### config.mk
export PLATFORM = sky130hd
export DESIGN_NAME = dcache_req_port
export DESIGN_NICKNAME = d
export VERILOG_FILES = /design/src/dcache_geom_pkg.sv /design/src/dcache_req_port.sv
export SDC_FILE = /design/constraint.sdc
export NUM_CORES = 1
export LEC_CHECK = 0
export BUFFER_PORTS_ARGS = -buffer_cell sky130_fd_sc_hd__buf_2
export CAP_MARGIN = 20
export CORE_AREA = 3 3 104 106
export CTS_CLUSTER_DIAMETER = 50
export CTS_CLUSTER_SIZE = 20
export DETAILED_ROUTE_END_ITERATION = 12
export DIE_AREA = 0 0 107 109
export GPL_TIMING_DRIVEN = 0
export PLACE_DENSITY = 0.72
export SYNTH_ARGS = -nofsm -noshare
export SYNTH_HDL_FRONTEND = slang
export SYNTH_SLANG_ARGS = --single-unit
### constraint.sdc
create_clock -name clk -period 0.9 [get_ports clk]
set_input_delay 0.09 -clock clk [delete_from_list [all_inputs] [get_ports clk]]
set_output_delay 0.09 -clock clk [all_outputs]
set_load 0.1 [all_outputs]
### src/dcache_geom_pkg.sv
package dcache_geom_pkg;

    localparam int ADDR_W = 32;
    localparam int WORD_W = 64;
    localparam int STRB_W = 8;
    localparam int TAG_W = 23;
    localparam int INDEX_W = 6;
    localparam int SETS = 64;
    localparam int WAYS = 2;
    localparam int OFFSET_W = 3;

    // address is {tag, index, byte offset}
    typedef logic [ADDR_W-1:0] addr_t;
    typedef logic [TAG_W-1:0] tag_t;
    typedef logic [INDEX_W-1:0] index_t;

    typedef logic [WORD_W-1:0] word_t;
    typedef logic [STRB_W-1:0] strb_t;
    // one bit per data bit
    typedef logic [WORD_W-1:0] mask_t;

    typedef logic way_t;

endpackage
### src/dcache_req_port.sv
`timescale 1ns/1ps

module dcache_req_port (
    input  logic                    clk,
    input  logic                    rst_n_i,
    input  logic                    req_read_i,
    input  logic                    req_write_i,
    input  dcache_geom_pkg::addr_t  req_addr_i,
    input  dcache_geom_pkg::word_t  req_wdata_i,
    input  dcache_geom_pkg::strb_t  req_strb_i,
    input  logic                    idle_i,
    output logic                    start_o,
    output logic                    is_write_o,
    output dcache_geom_pkg::tag_t   tag_o,
    output dcache_geom_pkg::index_t index_o,
    output dcache_geom_pkg::word_t  wdata_o,
    output dcache_geom_pkg::mask_t  wmask_o
);

    logic                   accept;
    dcache_geom_pkg::mask_t wmask_d;

    assign accept = (req_read_i | req_write_i) & idle_i;

    // byte strobes to bit mask
    always_comb begin
        for (int i = 0; i < dcache_geom_pkg::STRB_W; i++) begin
            wmask_d[i*8 +: 8] = {8{req_strb_i[i]}};
        end
    end

    always_ff @(posedge clk or negedge rst_n_i) begin
        if (!rst_n_i) begin
            start_o    <= 1'b0;
            is_write_o <= 1'b0;
        end else begin
            start_o <= accept;
            if (accept) begin
                is_write_o <= req_write_i;
            end
        end
    end

    always_ff @(posedge clk) begin
        if (accept) begin
            tag_o   <= req_addr_i[dcache_geom_pkg::ADDR_W-1 -: dcache_geom_pkg::TAG_W];
            index_o <= req_addr_i[dcache_geom_pkg::OFFSET_W +: dcache_geom_pkg::INDEX_W];
            wdata_o <= req_wdata_i;
            wmask_o <= wmask_d;
        end
    end

endmodule

After elaboration in Yosys (flattened, before gate mapping) --
Index checks and enable logic that the tools add are counted.
Cells by class: bitwise gates (word level) 2
Operators with widths (count):
- $and A1 B1 Y1 | 1
- $or A1 B1 Y1 | 1
Word-level totals: input port bits 109, output and inout bits 159, logic and storage cells 8, bits in registers 152

Longest topological paths before layout --
word-level depth 2, gate-level depth with buffers 2, mapped depth without buffers 2

Least setup slack after synthesis --
OpenSTA, ideal clock, no wires.
path type input -> register, start point input port req_write_i, end point register index_o[0] (enable), stages on the path 1, data arrival time 2395 ps, setup time 468 ps, path buffers 0, data required time 432 ps, path slack -1963 ps, cells stage by stage o21a_1
On the way: cells in the longest elaborated chain, start to end 2
Ends and longest elaborated chain:
- start: declaration | line dcache_req_port.sv:7 | input logic req_write_i,
- $or A1 B1 Y1 | line dcache_req_port.sv:23 | assign accept = (req_read_i | req_write_i) & idle_i;
- $and A1 B1 Y1 | line dcache_req_port.sv:23
- end signal: assignment | line dcache_req_port.sv:47 | index_o <= req_addr_i[dcache_geom_pkg::OFFSET_W +: dcache_geom_pkg::INDEX_W];
- end: declaration | line dcache_req_port.sv:15 | output dcache_geom_pkg::index_t index_o,
No other way between the ends. A chain may end at the register's enable or synchronous reset.

Worst setup path after layout --
start point register wmask_o[31], end point output port wmask_o[31]
RTL lines:
- start: declaration | line dcache_req_port.sv:17 | output dcache_geom_pkg::mask_t wmask_o
- start signal: assignment | line dcache_req_port.sv:49 | wmask_o <= wmask_d;
No word-level cell between the ends.

==> key figures <==
Power and ir drop
  – Power Internal: 0.0102 W
  – Gate power share: a little under half
  – PwrDens: 2120 nW/µm²
  – Power share of the clock group: 20.0%
  – VDD IR max: 1440 µV
  – Lkg Pwr: about 3.6 nW
  – Psw: between 0.007 and 0.008 W
  – Switching share of power: 41.7%
  – Total power: between 0.015 and 0.02 W
  – Part of the power in registers: 34.2%

Logic synthesis
  – Synth area leaders: edfxtp_1, buf_4, dfrtp_1, a22o_1, o21a_1
  – Post-synthesis cell area: 3520 µm²
  – Sequential share of the synthesized area: 87.5%
  – Synth top cells by count: edfxtp_1, buf_4, dfrtp_1
  – Post-synth top area share: about 86%
  – EDFF count, synth: 101
  – YS warnings: 0
  – Mapped Cells: 162
  – Most common cell in the netlist: edfxtp_1
  – Synth cell types: 6
  – Flops & latches, synth: around 100
  – Mean Syn Cell Area: 21.7 µm²
  – Cell taking the most area after synthesis: edfxtp_1
  – Post-synth top flop: edfxtp_1
  – Synth Net Count: 271
  – Fraction of registers with async set/reset: 1.94%

Detailed routing
  – Initial detailed-routing violation count: 155
  – Routed Antenna Nets: 0
  – Final WL: between 10000 and 15000 µm
  – Routed length per instance: 21.3 µm
  – Pre-antenna DRT Iters: 4
  – Vias per std cell: 4.34
  – # DRC: 0
  – DR vias: between 3000 and 4000

Worst setup path
  – CP max stage cell: edfxtp_1
  – Setup CP Type: flip-flop to output pin
  – Crit path largest cell delay: 0.58 ns
  – Crit path cell chain: buf_4, buf_12
  – Cell family with the largest share of critical-path delay: flip-flops
  – Crit path required time: around 0.81 ns
  – Data arrival time of the worst path: about 1.3 ns
  – Max FO, Critical Path: 8
  – Crit path buffers/inverters: 2
  – Crit path capture type: output pin
  – CP Launch Type: flip-flop

Clock tree
  – Root Buffer: clkbuf_8
  – Clock transition at the registers of the reported paths: about 0.11 ns
  – Clock Sinks: roughly 100
  – Clock latency on the worst-skew pair: 0.37 ns
  – Number of CTS-inserted buffers: 9
  – CTS tree: done
  – H-tree levels: 3
  – CTS Buffer Depth: 2

Floorplanning
  – Die area: 11700 µm²
  – IO Count: approximately 270
  – Initial core utilization: 35.7%
  – Die H: 109 µm
  – Die X: between 100 and 150 µm
  – Core area: 9860 µm²
  – FP Rows: 36

Finish
  – Finished Cell Area: 8260 µm²
  – Post-layout util: 83.7%
  – Layout area overhead: 134%
  – Antenna cells: 0
  – Filler cell count in the final layout: 424
  – Footprint of the multi-input gates: 51.3 µm²
  – Share of layout cells above drive strength 1: 63.2%
  – Layout Nets: 664
  – Sequential Area: 3090 µm²

Timing
  – Final Hold Fails: 0
  – Final cycle utilization of the critical path: 157%
  – Slew margin rel.: 73.9%
  – RSZ-0062 raised after global routing: yes
  – Final setup violating endpoints: 160
  – Tmin final: between 1 and 1.5 ns
  – Final worst slack: -0.517 ns
  – Worst-Margin Slew: 0.391 ns
  – Final max-slew violation count: 0
  – Worst Clk Skew: 0 ns
  – Fmax: 706 MHz

Placed design
  – GP Congestion: approximately 0.68
  – Input/output buffers: 264
  – Dpl cell area: 5050 µm²
  – Dpl hpwl: 6700 µm

Global route
  – Grt ovf: 0
  – Largest net degree at the start of global routing: just under 50
  – Vias in the first global route: 3331
  – Initial antenna violation count: 0
  – Total global-route track usage: 23.7%
  – First-pass GRT wire length: 19900 µm

Status
  – Failing checks: negative setup slack
  – Status: finished, violations left

Min path
  – Hold Path Class: input pin to flip-flop

Flow run
  – Max-cap viol count: 0
## power by group through the flow
| stage | clock (W) | sequential [W] | combinational [W] |
|---|---|---|---|
| after floorplan | 0 | 0.00894 | 0.00199 |
| after global placement | 0 | 0.00598 | 0.00576 |
| after detailed placement | 0 | 0.00599 | 0.00580 |
| after CTS | 0.00351 | 0.00599 | 0.00761 |
| after global routing | 0.00378 | 0.00603 | 0.00817 |
| final | 0.00352 | 0.00599 | 0.00803 |
## cells by family (layout without fill, tap and decap cells)
kind of cell,after synthesis,in the layout,share of synthesized area [%]
flip-flops,103,103,87.5
buffers and inverters,56,452,11.9
AO/OA/AOI/OAI,2,4,0.462
AND/OR/NAND/NOR,1,1,0.106
## through the flow
step	TNS [ns]	hold slack, ns	setup WS, ns	cells
floorplan	-84.85	-0.206	-0.638	162
finish	-43.44	0.110	-0.517	693
global route	-51.25	0.107	-0.564	693
global placement	-86.86	-0.124	-0.747	559
detailed placement	-61.21	-0.123	-0.630	560
CTS	-44.63	0.0468	-0.479	686
## placed cells by master (no fill, tap or decap)
cell,count
buf_16,1
buf_6,147
o21a_4,2
dfrtp_2,1
a22o_1,1
nand2_1,1
clkinv_2,2
dlygate4sd3_1,103
buf_2,105
bufinv_16,3
edfxtp_1,101
clkbuf_8,10
o21a_2,1
buf_4,9
buf_8,4
clkinvlp_4,1
buf_12,67
dfrtp_4,1
## registers in the layout, summed over array words and instances, names as in the netlist
signal and flops:
start_o 1, is_write_o 1, wmask_o 8, index_o 6, wdata_o 64, tag_o 23
## metal layers
metal,routed length (µm),GRT usage [%],share of wire [%],up-vias
li1,-,-,-,1332
met1,4910,23.5,33,1462
met2,8150,45.2,55,182
met3,1280,8.64,8.7,30
met4,421,8.22,2.9,0
met5,0,0,0,-
## path summary, 6_finish.rpt
kind                            depth (start not counted)  slack, ns                      to                   start
worst max register to register                          2      -0.05  is_write_o$_DFFE_PN0P_  is_write_o$_DFFE_PN0P_
min in group asynchronous                               3       0.59  is_write_o$_DFFE_PN0P_                 rst_n_i
worst min register to register                          2       0.74  is_write_o$_DFFE_PN0P_  is_write_o$_DFFE_PN0P_
max in group asynchronous                               3       0.17  is_write_o$_DFFE_PN0P_                 rst_n_i
worst min-delay path                                    2       0.11  is_write_o$_DFFE_PN0P_             req_write_i
worst max-delay path                                    2      -0.52             wmask_o[31]   wmask_o[31]$_DFFE_PP_
## layout make-up
cell class,count,share of cell area [%]
Timing Repair Buffer,380,49.6
Sequential cell,103,37.4
Buffer,56,7.36
Tap cell,133,2.01
Clock buffer,10,1.67
Clock inverter,6,1.30
Multi-Input combinational cell,5,0.621
## what timing repair did
| item | 4_1_cts | 5_1_grt |
|---|---|---|
| gates resized for setup | 465 | 36 |
| endpoints found under the setup margin | 207 | 178 |
| hold buffers | 103 | 0 |
| gates cloned | 2 | 0 |
| buffers inserted | 5 | 7 |
| endpoints found under the hold margin | 103 | 0 |
Note: power is estimated with default switching activity, not from simulation.
