--- src/dcache_ctrl_pkg.sv ---
package dcache_ctrl_pkg;

    typedef enum logic [2:0] {
        IDLE,
        LOOKUP,
        HIT,
        WRITEBACK,
        REFILL
    } ctrl_state_t;

    // operation on the memory port
    typedef enum logic [1:0] {
        MEM_NONE,
        MEM_WRITEBACK,
        MEM_REFILL
    } mem_op_t;

endpackage

--- src/dcache_geom_pkg.sv ---
package dcache_geom_pkg;

    localparam int ADDR_W = 32;
    localparam int WORD_W = 64;
    localparam int STRB_W = 8;
    localparam int TAG_W = 23;
    localparam int INDEX_W = 6;
    localparam int SETS = 64;
    localparam int WAYS = 2;
    localparam int OFFSET_W = 3;

    // address is {tag, index, byte offset}
    typedef logic [ADDR_W-1:0] addr_t;
    typedef logic [TAG_W-1:0] tag_t;
    typedef logic [INDEX_W-1:0] index_t;

    typedef logic [WORD_W-1:0] word_t;
    typedef logic [STRB_W-1:0] strb_t;
    // one bit per data bit
    typedef logic [WORD_W-1:0] mask_t;

    typedef logic way_t;

endpackage
--- src/dcache_mem_port.sv ---
`timescale 1ns/1ps

module dcache_mem_port (
    input  logic                     clk,
    input  logic                     rst_n_i,
    input  logic                     wb_start_i,
    input  logic                     refill_start_i,
    input  dcache_geom_pkg::tag_t    tag_i,
    input  dcache_geom_pkg::tag_t    victim_tag_i,
    input  dcache_geom_pkg::index_t  index_i,
    input  dcache_geom_pkg::word_t   victim_data_i,
    output dcache_ctrl_pkg::mem_op_t mem_op_o,
    output dcache_geom_pkg::addr_t   mem_addr_o,
    output dcache_geom_pkg::word_t   mem_wdata_o,
    input  logic                     mem_ready_i,
    input  dcache_geom_pkg::word_t   mem_rdata_i,
    output logic                     mem_done_o,
    output dcache_geom_pkg::word_t   refill_word_o
);

    logic ack;

    assign ack = (mem_op_o != dcache_ctrl_pkg::MEM_NONE) && mem_ready_i;

    always_ff @(posedge clk or negedge rst_n_i) begin
        if (!rst_n_i) begin
            mem_op_o   <= dcache_ctrl_pkg::MEM_NONE;
            mem_done_o <= 1'b0;
        end else begin
            mem_done_o <= ack;
            if (ack) begin
                mem_op_o <= dcache_ctrl_pkg::MEM_NONE;
            end else if (wb_start_i) begin
                mem_op_o <= dcache_ctrl_pkg::MEM_WRITEBACK;
            end else if (refill_start_i) begin
                mem_op_o <= dcache_ctrl_pkg::MEM_REFILL;
            end
        end
    end

    // word aligned, victim line for writeback, request line for refill
    always_ff @(posedge clk) begin
        if (wb_start_i) begin
            mem_addr_o  <= {victim_tag_i, index_i, {dcache_geom_pkg::OFFSET_W{1'b0}}};
            mem_wdata_o <= victim_data_i;
        end else if (refill_start_i) begin
            mem_addr_o <= {tag_i, index_i, {dcache_geom_pkg::OFFSET_W{1'b0}}};
        end
        if (ack && (mem_op_o == dcache_ctrl_pkg::MEM_REFILL)) begin
            refill_word_o <= mem_rdata_i;
        end
    end

endmodule

--- config.mk ---
export PLATFORM = sky130hd
export DESIGN_NAME = dcache_mem_port
export DESIGN_NICKNAME = d
export VERILOG_FILES = /design/src/dcache_ctrl_pkg.sv /design/src/dcache_geom_pkg.sv /design/src/dcache_mem_port.sv
export SDC_FILE = /design/constraint.sdc
export NUM_CORES = 1
export LEC_CHECK = 0
export ABC_AREA = 0
export BUFFER_PORTS_ARGS = -buffer_cell sky130_fd_sc_hd__buf_2
export CAP_MARGIN = 0
export CORE_AREA = 2 2 136 138
export DETAILED_ROUTE_END_ITERATION = 7
export DIE_AREA = 0 0 138 140
export GPL_TIMING_DRIVEN = 0
export PLACE_DENSITY = 0.59
export SLEW_MARGIN = 40
export SYNTH_ARGS = -nofsm -noshare
export SYNTH_HDL_FRONTEND = slang
export SYNTH_SLANG_ARGS = --single-unit
--- constraint.sdc ---
create_clock -name clk -period 4.4 [get_ports clk]
set_input_delay 0.66 -clock clk [delete_from_list [all_inputs] [get_ports clk]]
set_output_delay 0.66 -clock clk [all_outputs]
set_load 0.03 [all_outputs]
== After elaboration in Yosys (flattened, before gate mapping) ==
Cells that the tools add are included.
Cells by class
  eq/ne operators: 1
  multiplexer cells: 5
  reductions and logical operators: 5
Operators with widths (count)
  32-bit 2-to-1 mux: 2
  2-bit 2-to-1 mux: 3
  2-bit nonzero test: 2
  3-bit nonzero test: 1
  2-bit == test, second input constant: 1
  1-bit logical AND: 2
Storage, ports and cells
  bits in registers: 160
  bits of input ports: 185
  output and inout port bits: 163

== Depth between registers and ports, before layout ==
  depth in word-level cells: 3
  gate-level depth with buffers: 4
  mapped depth without buffers: 2

== Worst setup path after synthesis ==
Ideal clock, no wire load.
  path kind: in2reg
  start point: input port mem_ready_i
  end point: register refill_word_o[0], enable pin
  setup time: 0.429 ns
  arrival time: 2.211 ns
  path slack: 1.759 ns
  stages: 1
  buffers on the path: 0
  cell sequence: and3b_1
Between the ends
  longest elaborated chain between the ends: 2
Ends and longest elaborated chain
  start, declared: RTL line dcache_mem_port.sv:15  | input logic mem_ready_i,
  1-bit logical AND: RTL line dcache_mem_port.sv:23  | assign ack = (mem_op_o != dcache_ctrl_pkg::MEM_NONE) && mem_ready_i;
  1-bit logical AND: RTL line dcache_mem_port.sv:49  | if (ack && (mem_op_o == dcache_ctrl_pkg::MEM_REFILL)) begin
  end signal, assigned: RTL line dcache_mem_port.sv:50  | refill_word_o <= mem_rdata_i;
  end, declared: RTL line dcache_mem_port.sv:18  | output dcache_geom_pkg::word_t refill_word_o
No other way between the ends.
A chain may end at the register's enable or synchronous reset.

== Final worst setup path ==
  start point: input port wb_start_i
  end point: register mem_addr_o[6], enable pin
Between the ends
  longest elaborated chain between the ends: 1
Ends and longest elaborated chain
  start, declared: RTL line dcache_mem_port.sv:6  | input logic wb_start_i,
  2-bit nonzero test (no source line)
  end signal, assigned: RTL line dcache_mem_port.sv:44  | mem_addr_o <= {victim_tag_i, index_i, {dcache_geom_pkg::OFFSET_W{1'b0}}};
  end signal, assigned: RTL line dcache_mem_port.sv:47  | mem_addr_o <= {tag_i, index_i, {dcache_geom_pkg::OFFSET_W{1'b0}}};
  end, declared: RTL line dcache_mem_port.sv:13  | output dcache_geom_pkg::addr_t mem_addr_o,
No other way between the ends.

==> impl_metrics.tcl <==
set metrics [dict create \
    vias 3328 \
    ys_ff_latch 160 \
    io_pins 348 \
    fmax_ghz 0.4777 \
    ys_seq_area_frac 0.9154 \
    path_max_fanout 65 \
    finalSetupTns_ns 0 \
    netlist_instances 198 \
    drt_wl_total_um 13130 \
    drc 0 \
    fin_total_pwr_uw 3614 \
    period_needed_ns 2.093 \
    status "finished, final reports clean" \
    synthSimpleGateAreaFrac 0.005261 \
    final_cells 808 \
    hold_path_class "in -> async" \
    maxSlewHeadroom 0.5298 \
    power.share.combinational 0.123 \
    cts_num_sinks 160 \
    clock_path_buffers 2 \
    clockPowerShare 0.378 \
    cts_max_level 4 \
    powerDensity_nw_per_um2 461.1 \
    yosysUniqueCellTypes 16 \
    postLayoutCellArea_um2 7839 \
    dp_cells 774 \
    post-route-period-util 0.4757 \
    first_iter_violations 110 \
    grt_overflow_total 0 \
    synthTopCellsByArea "edfxtp_1 (90%), mux2_4 (4.9%), dfrtp_1 (1.4%)" \
    worstSkewPairLatency_ns 0.42 \
    core_um2 17780 \
    synth-xor-area-share 0 \
    routedWlPerCell_um 16.25 \
    cts_buffers 17 \
    p_seq_frac 0.500 \
    ir_drop_v 0.0002451 \
    first_pass_iters 4 \
    required_ns 4.44 \
    grt_setup_unrepaired "false" \
    crit_type "in -> reg" \
    dieArea_um2 19320 \
    grt_pass1_vias 3561 \
    yosys_warnings 0 \
    fp.dieW_um 138 \
    hold_buffers 0 \
    vias_per_cell 4.119 \
    fin_nets 749 \
    netSwitchingFraction 0.2611 \
    slew_viol_final 0 \
    synthAdderAreaFrac 0 \
    root_buffer "clkbuf_16" \
    grt_first_pass_wirelength_um 19600 \
    clkSlewWorstSetupHoldPaths_ns 0.06 \
    hold_violations 0 \
    synth_top_family_by_area "multiplexers" \
    area_growth_pct 49.81 \
    grt_max_degree 66 \
    drive_gt1_frac 0.7036 \
    yosysTopAreaCell "edfxtp_1" \
    cts_tree "built" \
    syn_area_per_cell_um2 26.43 \
    setup_violations 0 \
    cts_setup_buffers 0 \
    die_h_um 140 \
    ant_nets 0 \
    gp_congestion 0.7939 \
    initial_core_util 0.2943 \
    cp.arrival_ns 2.14 \
    io_buffers 344 \
    cts_resized 0 \
    start_kind "input port" \
    synth_compound_area_frac 0.003109 \
    leakagePower_uw 0.003402 \
    clock_skew_ns 0.008936 \
    layout_setup_ws_ns 2.307 \
    row_count 49 \
    fill_cells 1646 \
    crit_path_end_kind "flop" \
    post_dp_cell_area_um2 7274 \
    synth_top_area_frac 0.9010 \
    worst_pin_slew_ns 0.7053 \
    preCtsSetupSlack_ns 1.626 \
    p_switching_uw 943.5 \
    synthMuxAreaShare 0.06169 \
    maxCapViolations 0 \
    hpwl_um 10160 \
    syn_area_um2 5233 \
    antenna_found_initial 3 \
    grt_usage 0.1345 \
    p_int_uw 2671 \
]
## cells by family (layout without fill, tap and decap cells)
logic type      Yosys count  in the layout
flops                   160            160
mux                      23             23
buf+inv                   7            384
simple gates              5              5
compound gates            2              2
other cells               1              5
## metrics by stage
step | hold slack, ns | utilization
5_1_grt | 0.009304 | 0.4407
4_1_cts | 0.01272 | 0.4404
6_report | 0.03701 | 0.4409
2_1_floorplan | 0.3644 | -
3_5_place_dp | 0.4594 | 0.4091
3_3_place_gp | 0.4550 | 0.4077
## power groups by stage
stage                     Clock [uW]  Sequential (uW)  Combinational, uW
after CTS                       1410             1810                449
after floorplan                    0             2040               51.9
after global routing            1480             1820                467
final                           1360             1810                443
after detailed placement           0             1840                449
after global placement             0             1840                439
## sequential cells by signal (all words and copies together), names as in the netlist
register	cells
mem_op_o	2
mem_done_o	1
refill_word_o	64
mem_wdata_o	64
mem_addr_o	29
## path summary, 6_finish.rpt
path,start,end,slack [ns],depth (start not counted)
max,wb_start_i,mem_addr_o[6],2.31,4
min,rst_n_i,mem_op_o[1],0.04,1
max reg2reg,mem_op_o[0],refill_word_o[51],2.75,2
min reg2reg,mem_op_o[0],mem_op_o[0],0.56,1
max in group asynchronous,rst_n_i,mem_done_o,4.25,1
min in group clk,victim_data_i[26],mem_wdata_o[26],0.41,1
## cell usage after synthesis
| master | number |
|---|---|
| edfxtp_1 | 157 |
| mux2_4 | 17 |
| mux2_2 | 6 |
| buf_4 | 3 |
| dfrtp_1 | 3 |
| nor2_1 | 2 |
| and3b_1 | 1 |
| buf_12 | 1 |
| buf_6 | 1 |
| buf_8 | 1 |
| conb_1 | 1 |
| inv_1 | 1 |
| nor3_1 | 1 |
| o21a_1 | 1 |
| o2bb2ai_1 | 1 |
| or2_2 | 1 |
## worst max-delay path, cell delays in order
cell and delay [ns]:
buf_6 0.44, buf_6 0.24, buf_8 0.16, or2_2 0.58
## per-layer routing
| layer | track usage | up-vias | routed length (um) |
|---|---|---|---|
| met5 | 0 | - | 13 |
| met4 | 0.06874 | 2 | 346 |
| met3 | 0.06291 | 26 | 1262 |
| met2 | 0.2241 | 208 | 6569 |
| met1 | 0.1440 | 1566 | 4939 |
| li1 | - | 1526 | - |
## layout by cell type, fill, tap and decap left out
master and instances:
clkinvlp_4 3, inv_8 2, diode_2 2, dfrtp_1 3
o2bb2ai_1 1, buf_12 2, nor2_1 2, clkinv_1 2
inv_6 4, nor3_1 1, conb_1 3, and3b_4 1
or2_2 1, buf_2 343, clkinv_4 3, mux2_4 17
buf_8 1, o21a_1 1, clkbuf_16 17, mux2_2 6
edfxtp_1 157, inv_1 1, buf_6 2, buf_4 3
clkinv_8 1
## layout make-up
class                      instances  area (um2)  area share
antenna                            2       5.005   0.0006385
buffer                             6       68.82    0.008779
clock buffer                      17       425.4     0.05427
clock inverter                    15       130.1     0.01660
inverter                           1       3.754   0.0004789
multi-input combinational         33       381.6     0.04868
sequential                       160        4790      0.6110
tap                              229       286.5     0.03655
timing repair buffer             345        1748      0.2230
(Power assumes the default switching activity.)
