## src/dcache_ctrl_pkg.sv

```systemverilog
package dcache_ctrl_pkg;

    typedef enum logic [2:0] {
        IDLE,
        LOOKUP,
        HIT,
        WRITEBACK,
        REFILL
    } ctrl_state_t;

    // operation on the memory port
    typedef enum logic [1:0] {
        MEM_NONE,
        MEM_WRITEBACK,
        MEM_REFILL
    } mem_op_t;

endpackage

```

## src/dcache_geom_pkg.sv

```systemverilog
package dcache_geom_pkg;

    localparam int ADDR_W = 32;
    localparam int WORD_W = 64;
    localparam int STRB_W = 8;
    localparam int TAG_W = 23;
    localparam int INDEX_W = 6;
    localparam int SETS = 64;
    localparam int WAYS = 2;
    localparam int OFFSET_W = 3;

    // address is {tag, index, byte offset}
    typedef logic [ADDR_W-1:0] addr_t;
    typedef logic [TAG_W-1:0] tag_t;
    typedef logic [INDEX_W-1:0] index_t;

    typedef logic [WORD_W-1:0] word_t;
    typedef logic [STRB_W-1:0] strb_t;
    // one bit per data bit
    typedef logic [WORD_W-1:0] mask_t;

    typedef logic way_t;

endpackage
```

## src/dcache_ctrl.sv

```systemverilog
`timescale 1ns/1ps

module dcache_ctrl (
    input  logic                  clk,
    input  logic                  rst_n_i,
    input  logic                  start_i,
    input  logic                  is_write_i,
    input  logic                  hit_i,
    input  dcache_geom_pkg::way_t hit_way_i,
    input  dcache_geom_pkg::way_t victim_way_i,
    input  logic                  victim_dirty_i,
    input  logic                  mem_done_i,
    output logic                  idle_o,
    output logic                  busy_o,
    output logic                  done_o,
    output dcache_geom_pkg::way_t rd_way_o,
    output logic                  wr_en_o,
    output dcache_geom_pkg::way_t wr_way_o,
    output logic                  wr_sel_refill_o,
    output logic                  fill_o,
    output logic                  mark_dirty_o,
    output logic                  touch_o,
    output logic                  wb_start_o,
    output logic                  refill_start_o
);

    dcache_ctrl_pkg::ctrl_state_t state_q;
    dcache_ctrl_pkg::ctrl_state_t state_d;
    // hit way or victim way, chosen in lookup
    dcache_geom_pkg::way_t        way_q;
    // memory operation already issued in this state
    logic                         issued_q;

    always_comb begin
        state_d = state_q;
        case (state_q)
            dcache_ctrl_pkg::IDLE: begin
                if (start_i) begin
                    state_d = dcache_ctrl_pkg::LOOKUP;
                end
            end
            dcache_ctrl_pkg::LOOKUP: begin
                if (hit_i) begin
                    state_d = dcache_ctrl_pkg::HIT;
                end else if (victim_dirty_i) begin
                    state_d = dcache_ctrl_pkg::WRITEBACK;
                end else begin
                    state_d = dcache_ctrl_pkg::REFILL;
                end
            end
            dcache_ctrl_pkg::HIT: state_d = dcache_ctrl_pkg::IDLE;
            dcache_ctrl_pkg::WRITEBACK: begin
                if (mem_done_i) begin
                    state_d = dcache_ctrl_pkg::REFILL;
                end
            end
            dcache_ctrl_pkg::REFILL: begin
                if (mem_done_i) begin
                    state_d = dcache_ctrl_pkg::LOOKUP;
                end
            end
            default: state_d = dcache_ctrl_pkg::IDLE;
        endcase
    end

    always_ff @(posedge clk or negedge rst_n_i) begin
        if (!rst_n_i) begin
            state_q  <= dcache_ctrl_pkg::IDLE;
            way_q    <= 1'b0;
            issued_q <= 1'b0;
        end else begin
            state_q <= state_d;
            if (state_q == dcache_ctrl_pkg::LOOKUP) begin
                way_q <= hit_i ? hit_way_i : victim_way_i;
            end
            if (mem_done_i) begin
                issued_q <= 1'b0;
            end else if (wb_start_o || refill_start_o) begin
                issued_q <= 1'b1;
            end
        end
    end

    assign idle_o = (state_q == dcache_ctrl_pkg::IDLE) && !start_i;
    assign busy_o = !idle_o;
    assign done_o = (state_q == dcache_ctrl_pkg::HIT);

    // victim data is read in lookup and stays put until the refill
    assign rd_way_o = (state_q == dcache_ctrl_pkg::LOOKUP) ?
                      (hit_i ? hit_way_i : victim_way_i) : way_q;

    assign wb_start_o     = (state_q == dcache_ctrl_pkg::WRITEBACK) && !issued_q;
    assign refill_start_o = (state_q == dcache_ctrl_pkg::REFILL) && !issued_q;

    assign wr_sel_refill_o = (state_q == dcache_ctrl_pkg::REFILL);
    assign fill_o          = wr_sel_refill_o && mem_done_i;
    assign wr_en_o         = fill_o || (done_o && is_write_i);
    assign wr_way_o        = way_q;
    assign mark_dirty_o    = done_o && is_write_i;
    assign touch_o         = done_o;

endmodule

```

## config.mk

```make
export PLATFORM = sky130hd
export DESIGN_NAME = dcache_ctrl
export DESIGN_NICKNAME = d
export VERILOG_FILES = /design/src/dcache_ctrl_pkg.sv /design/src/dcache_geom_pkg.sv /design/src/dcache_ctrl.sv
export SDC_FILE = /design/constraint.sdc
export NUM_CORES = 1
export LEC_CHECK = 0
export ABC_AREA = 1
export BUFFER_PORTS_ARGS = -buffer_cell sky130_fd_sc_hd__buf_2
export CAP_MARGIN = 20
export CORE_AREA = 8 8 45 47
export DETAILED_ROUTE_END_ITERATION = 7
export DIE_AREA = 0 0 53 55
export GPL_TIMING_DRIVEN = 0
export PLACE_DENSITY_LB_ADDON = 0.25
export SLEW_MARGIN = 30
export SYNTH_ARGS = -nofsm -noshare
export SYNTH_HDL_FRONTEND = slang
export SYNTH_SLANG_ARGS = --single-unit
```

## constraint.sdc

```tcl
create_clock -name clk -period 2.7 [get_ports clk]
set_input_delay 0.405 -clock clk [delete_from_list [all_inputs] [get_ports clk]]
set_output_delay 0.405 -clock clk [all_outputs]
set_load 0.05 [all_outputs]
```

Word level (Yosys, flattened, before mapping)
Cells that the tools add are included.
- RAM bits: 0
- output and inout bits: 12
- flip-flop bits (word level): 5
- memories kept: 0
- ROM bits: 0
- latch bits: 0
- multiply operators: 0
- bitwise gates (word level): 0
- multiplexer cells: 10
- reductions and logical operators: 13
- magnitude comparators: 0
- eq/ne operators: 7
- divide/modulo/power cells: 0
- add/sub/neg operators: 0
- shift-type cells: 0
- operators with widths (cell ; number):
    $mux 3 ; 5
    $pmux 3 s4 ; 1
    $eq 3x2->1 const B ; 2
    $ne 2x2->1 const B ; 3
    $logic_and 1x1->1 ; 5
    $mux 1 ; 4
    $eq 3x1->1 const B ; 1
    $eq 3x3->1 const B ; 1
    $logic_not 1->1 ; 3
    $logic_not 3->1 ; 1
    $reduce_and 3->1 ; 1
    $logic_or 1x1->1 ; 2
    $reduce_bool 2->1 ; 1

Logic depth before layout (Yosys ltp)
- depth after elaboration: 5
- depth in mapped cells: 6

Least setup slack after synthesis
OpenSTA, ideal clock, no wires.
- path kind: reg-to-output
- from: register state_q[1]
- to: output port wr_en_o
- path buffers: 0
- arrival: 1863 ps
- path slack: 432 ps
- cell stages (with the launch flop): 5
- required time: 2295 ps
- cells stage by stage: dfrtp_1 -> inv_1 -> nor3_2 -> nand2_1 -> o21ai_0
- cells in the longest elaborated chain, start to end: 3
- elaborated cells between the ends (all ways): 5
- classes of those cells: 2 x eq/ne; 3 x reduce/logical
- ends and longest elaborated chain (element ; RTL line ; source):
    from (decl) ; dcache_ctrl.sv:27 ; dcache_ctrl_pkg::ctrl_state_t state_q;
    from (signal assigned) ; dcache_ctrl.sv:68 ; state_q <= dcache_ctrl_pkg::IDLE;
    from (signal assigned) ; dcache_ctrl.sv:72 ; state_q <= state_d;
    $eq 3x2->1 ; dcache_ctrl.sv:86 ; assign done_o = (state_q == dcache_ctrl_pkg::HIT);
    named net done_o ; dcache_ctrl.sv:15 ; output logic done_o,
    $logic_and 1x1->1 ; dcache_ctrl.sv:97 ; assign wr_en_o = fill_o || (done_o && is_write_i);
    $logic_or 1x1->1 ; dcache_ctrl.sv:97 ;
    to (decl) ; dcache_ctrl.sv:17 ; output logic wr_en_o,
The timed path passes the listed nets, and every way through them passes these cells.

Worst setup path in the final report
- from: register state_q[2]
- to: output port rd_way_o
- cells in the longest elaborated chain, start to end: 2
- ends and longest elaborated chain (element ; RTL line ; source):
    $eq 3x1->1 ; dcache_ctrl.sv:89 ; assign rd_way_o = (state_q == dcache_ctrl_pkg::LOOKUP) ?
    $mux 1 ; dcache_ctrl.sv:89 ;
    to (decl) ; dcache_ctrl.sv:16 ; output dcache_geom_pkg::way_t rd_way_o,
Every way passes these cells.

==> flow_metrics.tcl <==
set metrics [dict create \
    status "complete, no violations" \
    wl_per_cell_um 8.609 \
    critPathBufInv 2 \
    r2r_slack_ns 1.63 \
    cts_tree "yes" \
    leakage_nw 0.3249 \
    worst_pin_slew_ns 0.2524 \
    clk_latency_ns 0.23 \
    cts.sinks 5 \
    relSlewSlack 0.8329 \
    row_count 14 \
    path_class "reg -> out" \
    grt_pass1_vias 357 \
    min_from "victim_dirty_i" \
    hold_violations 0 \
    r2r_cells 6 \
    drt-initial-drc-count 1 \
    grt_max_degree 7 \
    final_area_um2 495.5 \
    wl_um 792 \
    critPathLaunchType "flop" \
    slew_viol_final 0 \
    hold_class "in -> reg" \
    dieArea_um2 2915 \
    yosys.area.top_type_share 0.3690 \
    setup-violations-final 0 \
    diodes 0 \
    ys_ff_latch 5 \
    worstReg2RegStart "state_q[1]" \
    hpwl_um 710.9 \
    drive_above_1_share 0.4079 \
    cp.required_ns 2.30 \
    path_cells "inv_1 -> nand2_1 -> nor2_2 -> o21ai_0 -> o21a_1 -> buf_2" \
    p_total_uw 701.4 \
    htree_num_levels 1 \
    finalClockSkew_ns 0.0006808 \
    drc_errors 0 \
    worstHoldEndpoint "state_q[1]" \
    io_pins 21 \
    grt_setup_unrepaired "false" \
    min_path_cells 5 \
    pwr_density_cell_nw_per_um2 1416 \
    fin_setup_tns_ns 0 \
    worstReg2RegEnd "state_q[2]" \
    antenna_found_initial 0 \
    setup.worst_path.end_class "output port" \
    postRouteAntennaNets 0 \
    crit_path_max_incr_delay_ns 0.43 \
    vias_per_cell 3.957 \
    period_share 0.6610 \
    nets 86 \
    max_freq_mhz 560.3 \
    syn_area_um2 339.1 \
    max-cap-violations 0 \
    syn-instance-count 51 \
    area_delta_synth_final_pct 46.13 \
    synth_cell_types 13 \
    seq_area_frac_synth 0.3690 \
    coreArea_um2 1384 \
    fin_hold_ws_ns 0.4984 \
    chipWidth_um 53 \
    initial_core_util 0.2450 \
    yosys-top-cells-area "dfrtp_1 (37%), nand2_1 (13%), inv_1 (11%)" \
    critPathSlowestCell "dfrtp_1" \
    die_y_um 55 \
    syn_nets 60 \
    dpl_cell_area_um2 459.2 \
    vias 364 \
    cts_root_buffer "clkbuf_4" \
    ys_warn_count 0 \
    fin_crit_ns 1.785 \
    cts_buffer_depth 2 \
    track_usage 0.06247 \
    place.gp.congestion 0.7414 \
    portBuffers 20 \
    cp_data_arrival_time_ns 1.38 \
    critPathMaxFanout 5 \
    drtPass1Iterations 2 \
    clk_pin_slew_ns 0.04 \
    path_delay_family "flip-flops" \
    post_cts_buffers 0 \
    synth_area_leader_cell "dfrtp_1" \
    peakVddDrop_uv 424.4 \
    avgSynthCellArea_um2 6.649 \
    overflow 0 \
    numCtsBuffers 3 \
    grt_pass1_wl_um 1331 \
]
==> power by group <==
| group | internal, mW | switching, mW | leakage (nW) |
|---|---|---|---|
| Clock | 0.0556 | 0.0263 | 0.0150 |
| Sequential | 0.111 | 0.0403 | 0.0628 |
| Combinational | 0.114 | 0.354 | 0.247 |
| Total | 0.280 | 0.421 | 0.325 |
==> cell type report <==
| type | count | area [um2] |
|---|---|---|
| fill | 157 | 888.4 |
| multi-input combinational | 35 | 168.9 |
| sequential | 5 | 125.1 |
| timing repair buffer | 21 | 110.1 |
| inverter | 10 | 37.54 |
| clock buffer | 4 | 26.28 |
| tap | 16 | 20.02 |
| buffer | 1 | 7.507 |
==> cell usage after synthesis <==
cell / number
buf_4: 1
nand3_2: 1
nor2_2: 2
nor2_1: 8
nor3_2: 1
inv_1: 10
nand2_1: 12
o21a_1: 1
dfrtp_1: 5
a21oi_1: 1
o21ai_0: 2
nand3_1: 4
nand2_2: 3
==> per-layer routing <==
| layer | vias up | global-route usage | part of all wire |
|---|---|---|---|
| met4 | 0 | 0.06466 | 0.010 |
| met1 | 150 | 0.05666 | 0.34 |
| li1 | 203 | - | - |
| met2 | 9 | 0.1055 | 0.52 |
| met5 | - | 0 | 0 |
| met3 | 2 | 0.02139 | 0.13 |
==> how the worst max path moves through the flow <==
stage          startpoint  endpoint  slack (ns)  depth (start not counted)
2_1_floorplan  state_q[1]   wr_en_o        0.43                          4
4_1_cts        state_q[2]  rd_way_o        0.89                          6
3_5_place_dp        hit_i  rd_way_o        1.12                          6
3_3_place_gp        hit_i  rd_way_o        1.13                          6
5_1_grt        state_q[2]  rd_way_o        0.78                          6
6_report       state_q[2]  rd_way_o        0.92                          6
==> flip-flops by register name, indices dropped and copies added (netlist names) <==
signal / cells
wr_way_o: 1
state_q: 3
issued_q: 1
==> stage by stage <==
| stage | setup slack (ns) | util | std cells |
|---|---|---|---|
| global route | 0.7774 | 0.3580 | 92 |
| finish | 0.9152 | 0.3580 | 92 |
| CTS | 0.8934 | 0.3580 | 92 |
| global placement | 1.125 | 0.3318 | 87 |
| floorplan | 0.4316 | - | 51 |
| detailed placement | 1.120 | 0.3318 | 87 |
==> timing repair <==
item / 4_1_cts / 5_1_grt
resized for setup: 0 / 0
hold buffers: 1 / 0
endpoints found under the hold margin: 5 / 0
==> placed cells by master (no fill, tap or decap) <==
master	netlist	layout
a21oi_1	1	1
nand2_1	12	12
nor3_2	1	1
nand3_2	1	1
nor2_1	8	8
clkbuf_4	0	3
nand2_2	3	3
o21ai_0	2	2
buf_4	1	1
dfrtp_1	5	5
inv_1	10	10
dlygate4sd3_1	0	1
nor2_2	2	2
clkbuf_1	0	1
nand3_1	4	4
buf_2	0	20
o21a_1	1	1
==> logic make-up (layout without fill, tap and decap cells) <==
logic type,after synthesis,count (layout),share of synthesized area
buffers and inverters,11,36,0.1329
AOI/OAI and AO/OA,4,4,0.06642
and+or+nand+nor,31,31,0.4317
DFF,5,5,0.3690
==> worst min-delay path: stages <==
cell and delay, ns:
buf_2 0.07, inv_1 0.04, nand2_1 0.07, nand2_1 0.06, nand2_1 0.05
(Power assumes the default switching activity.)
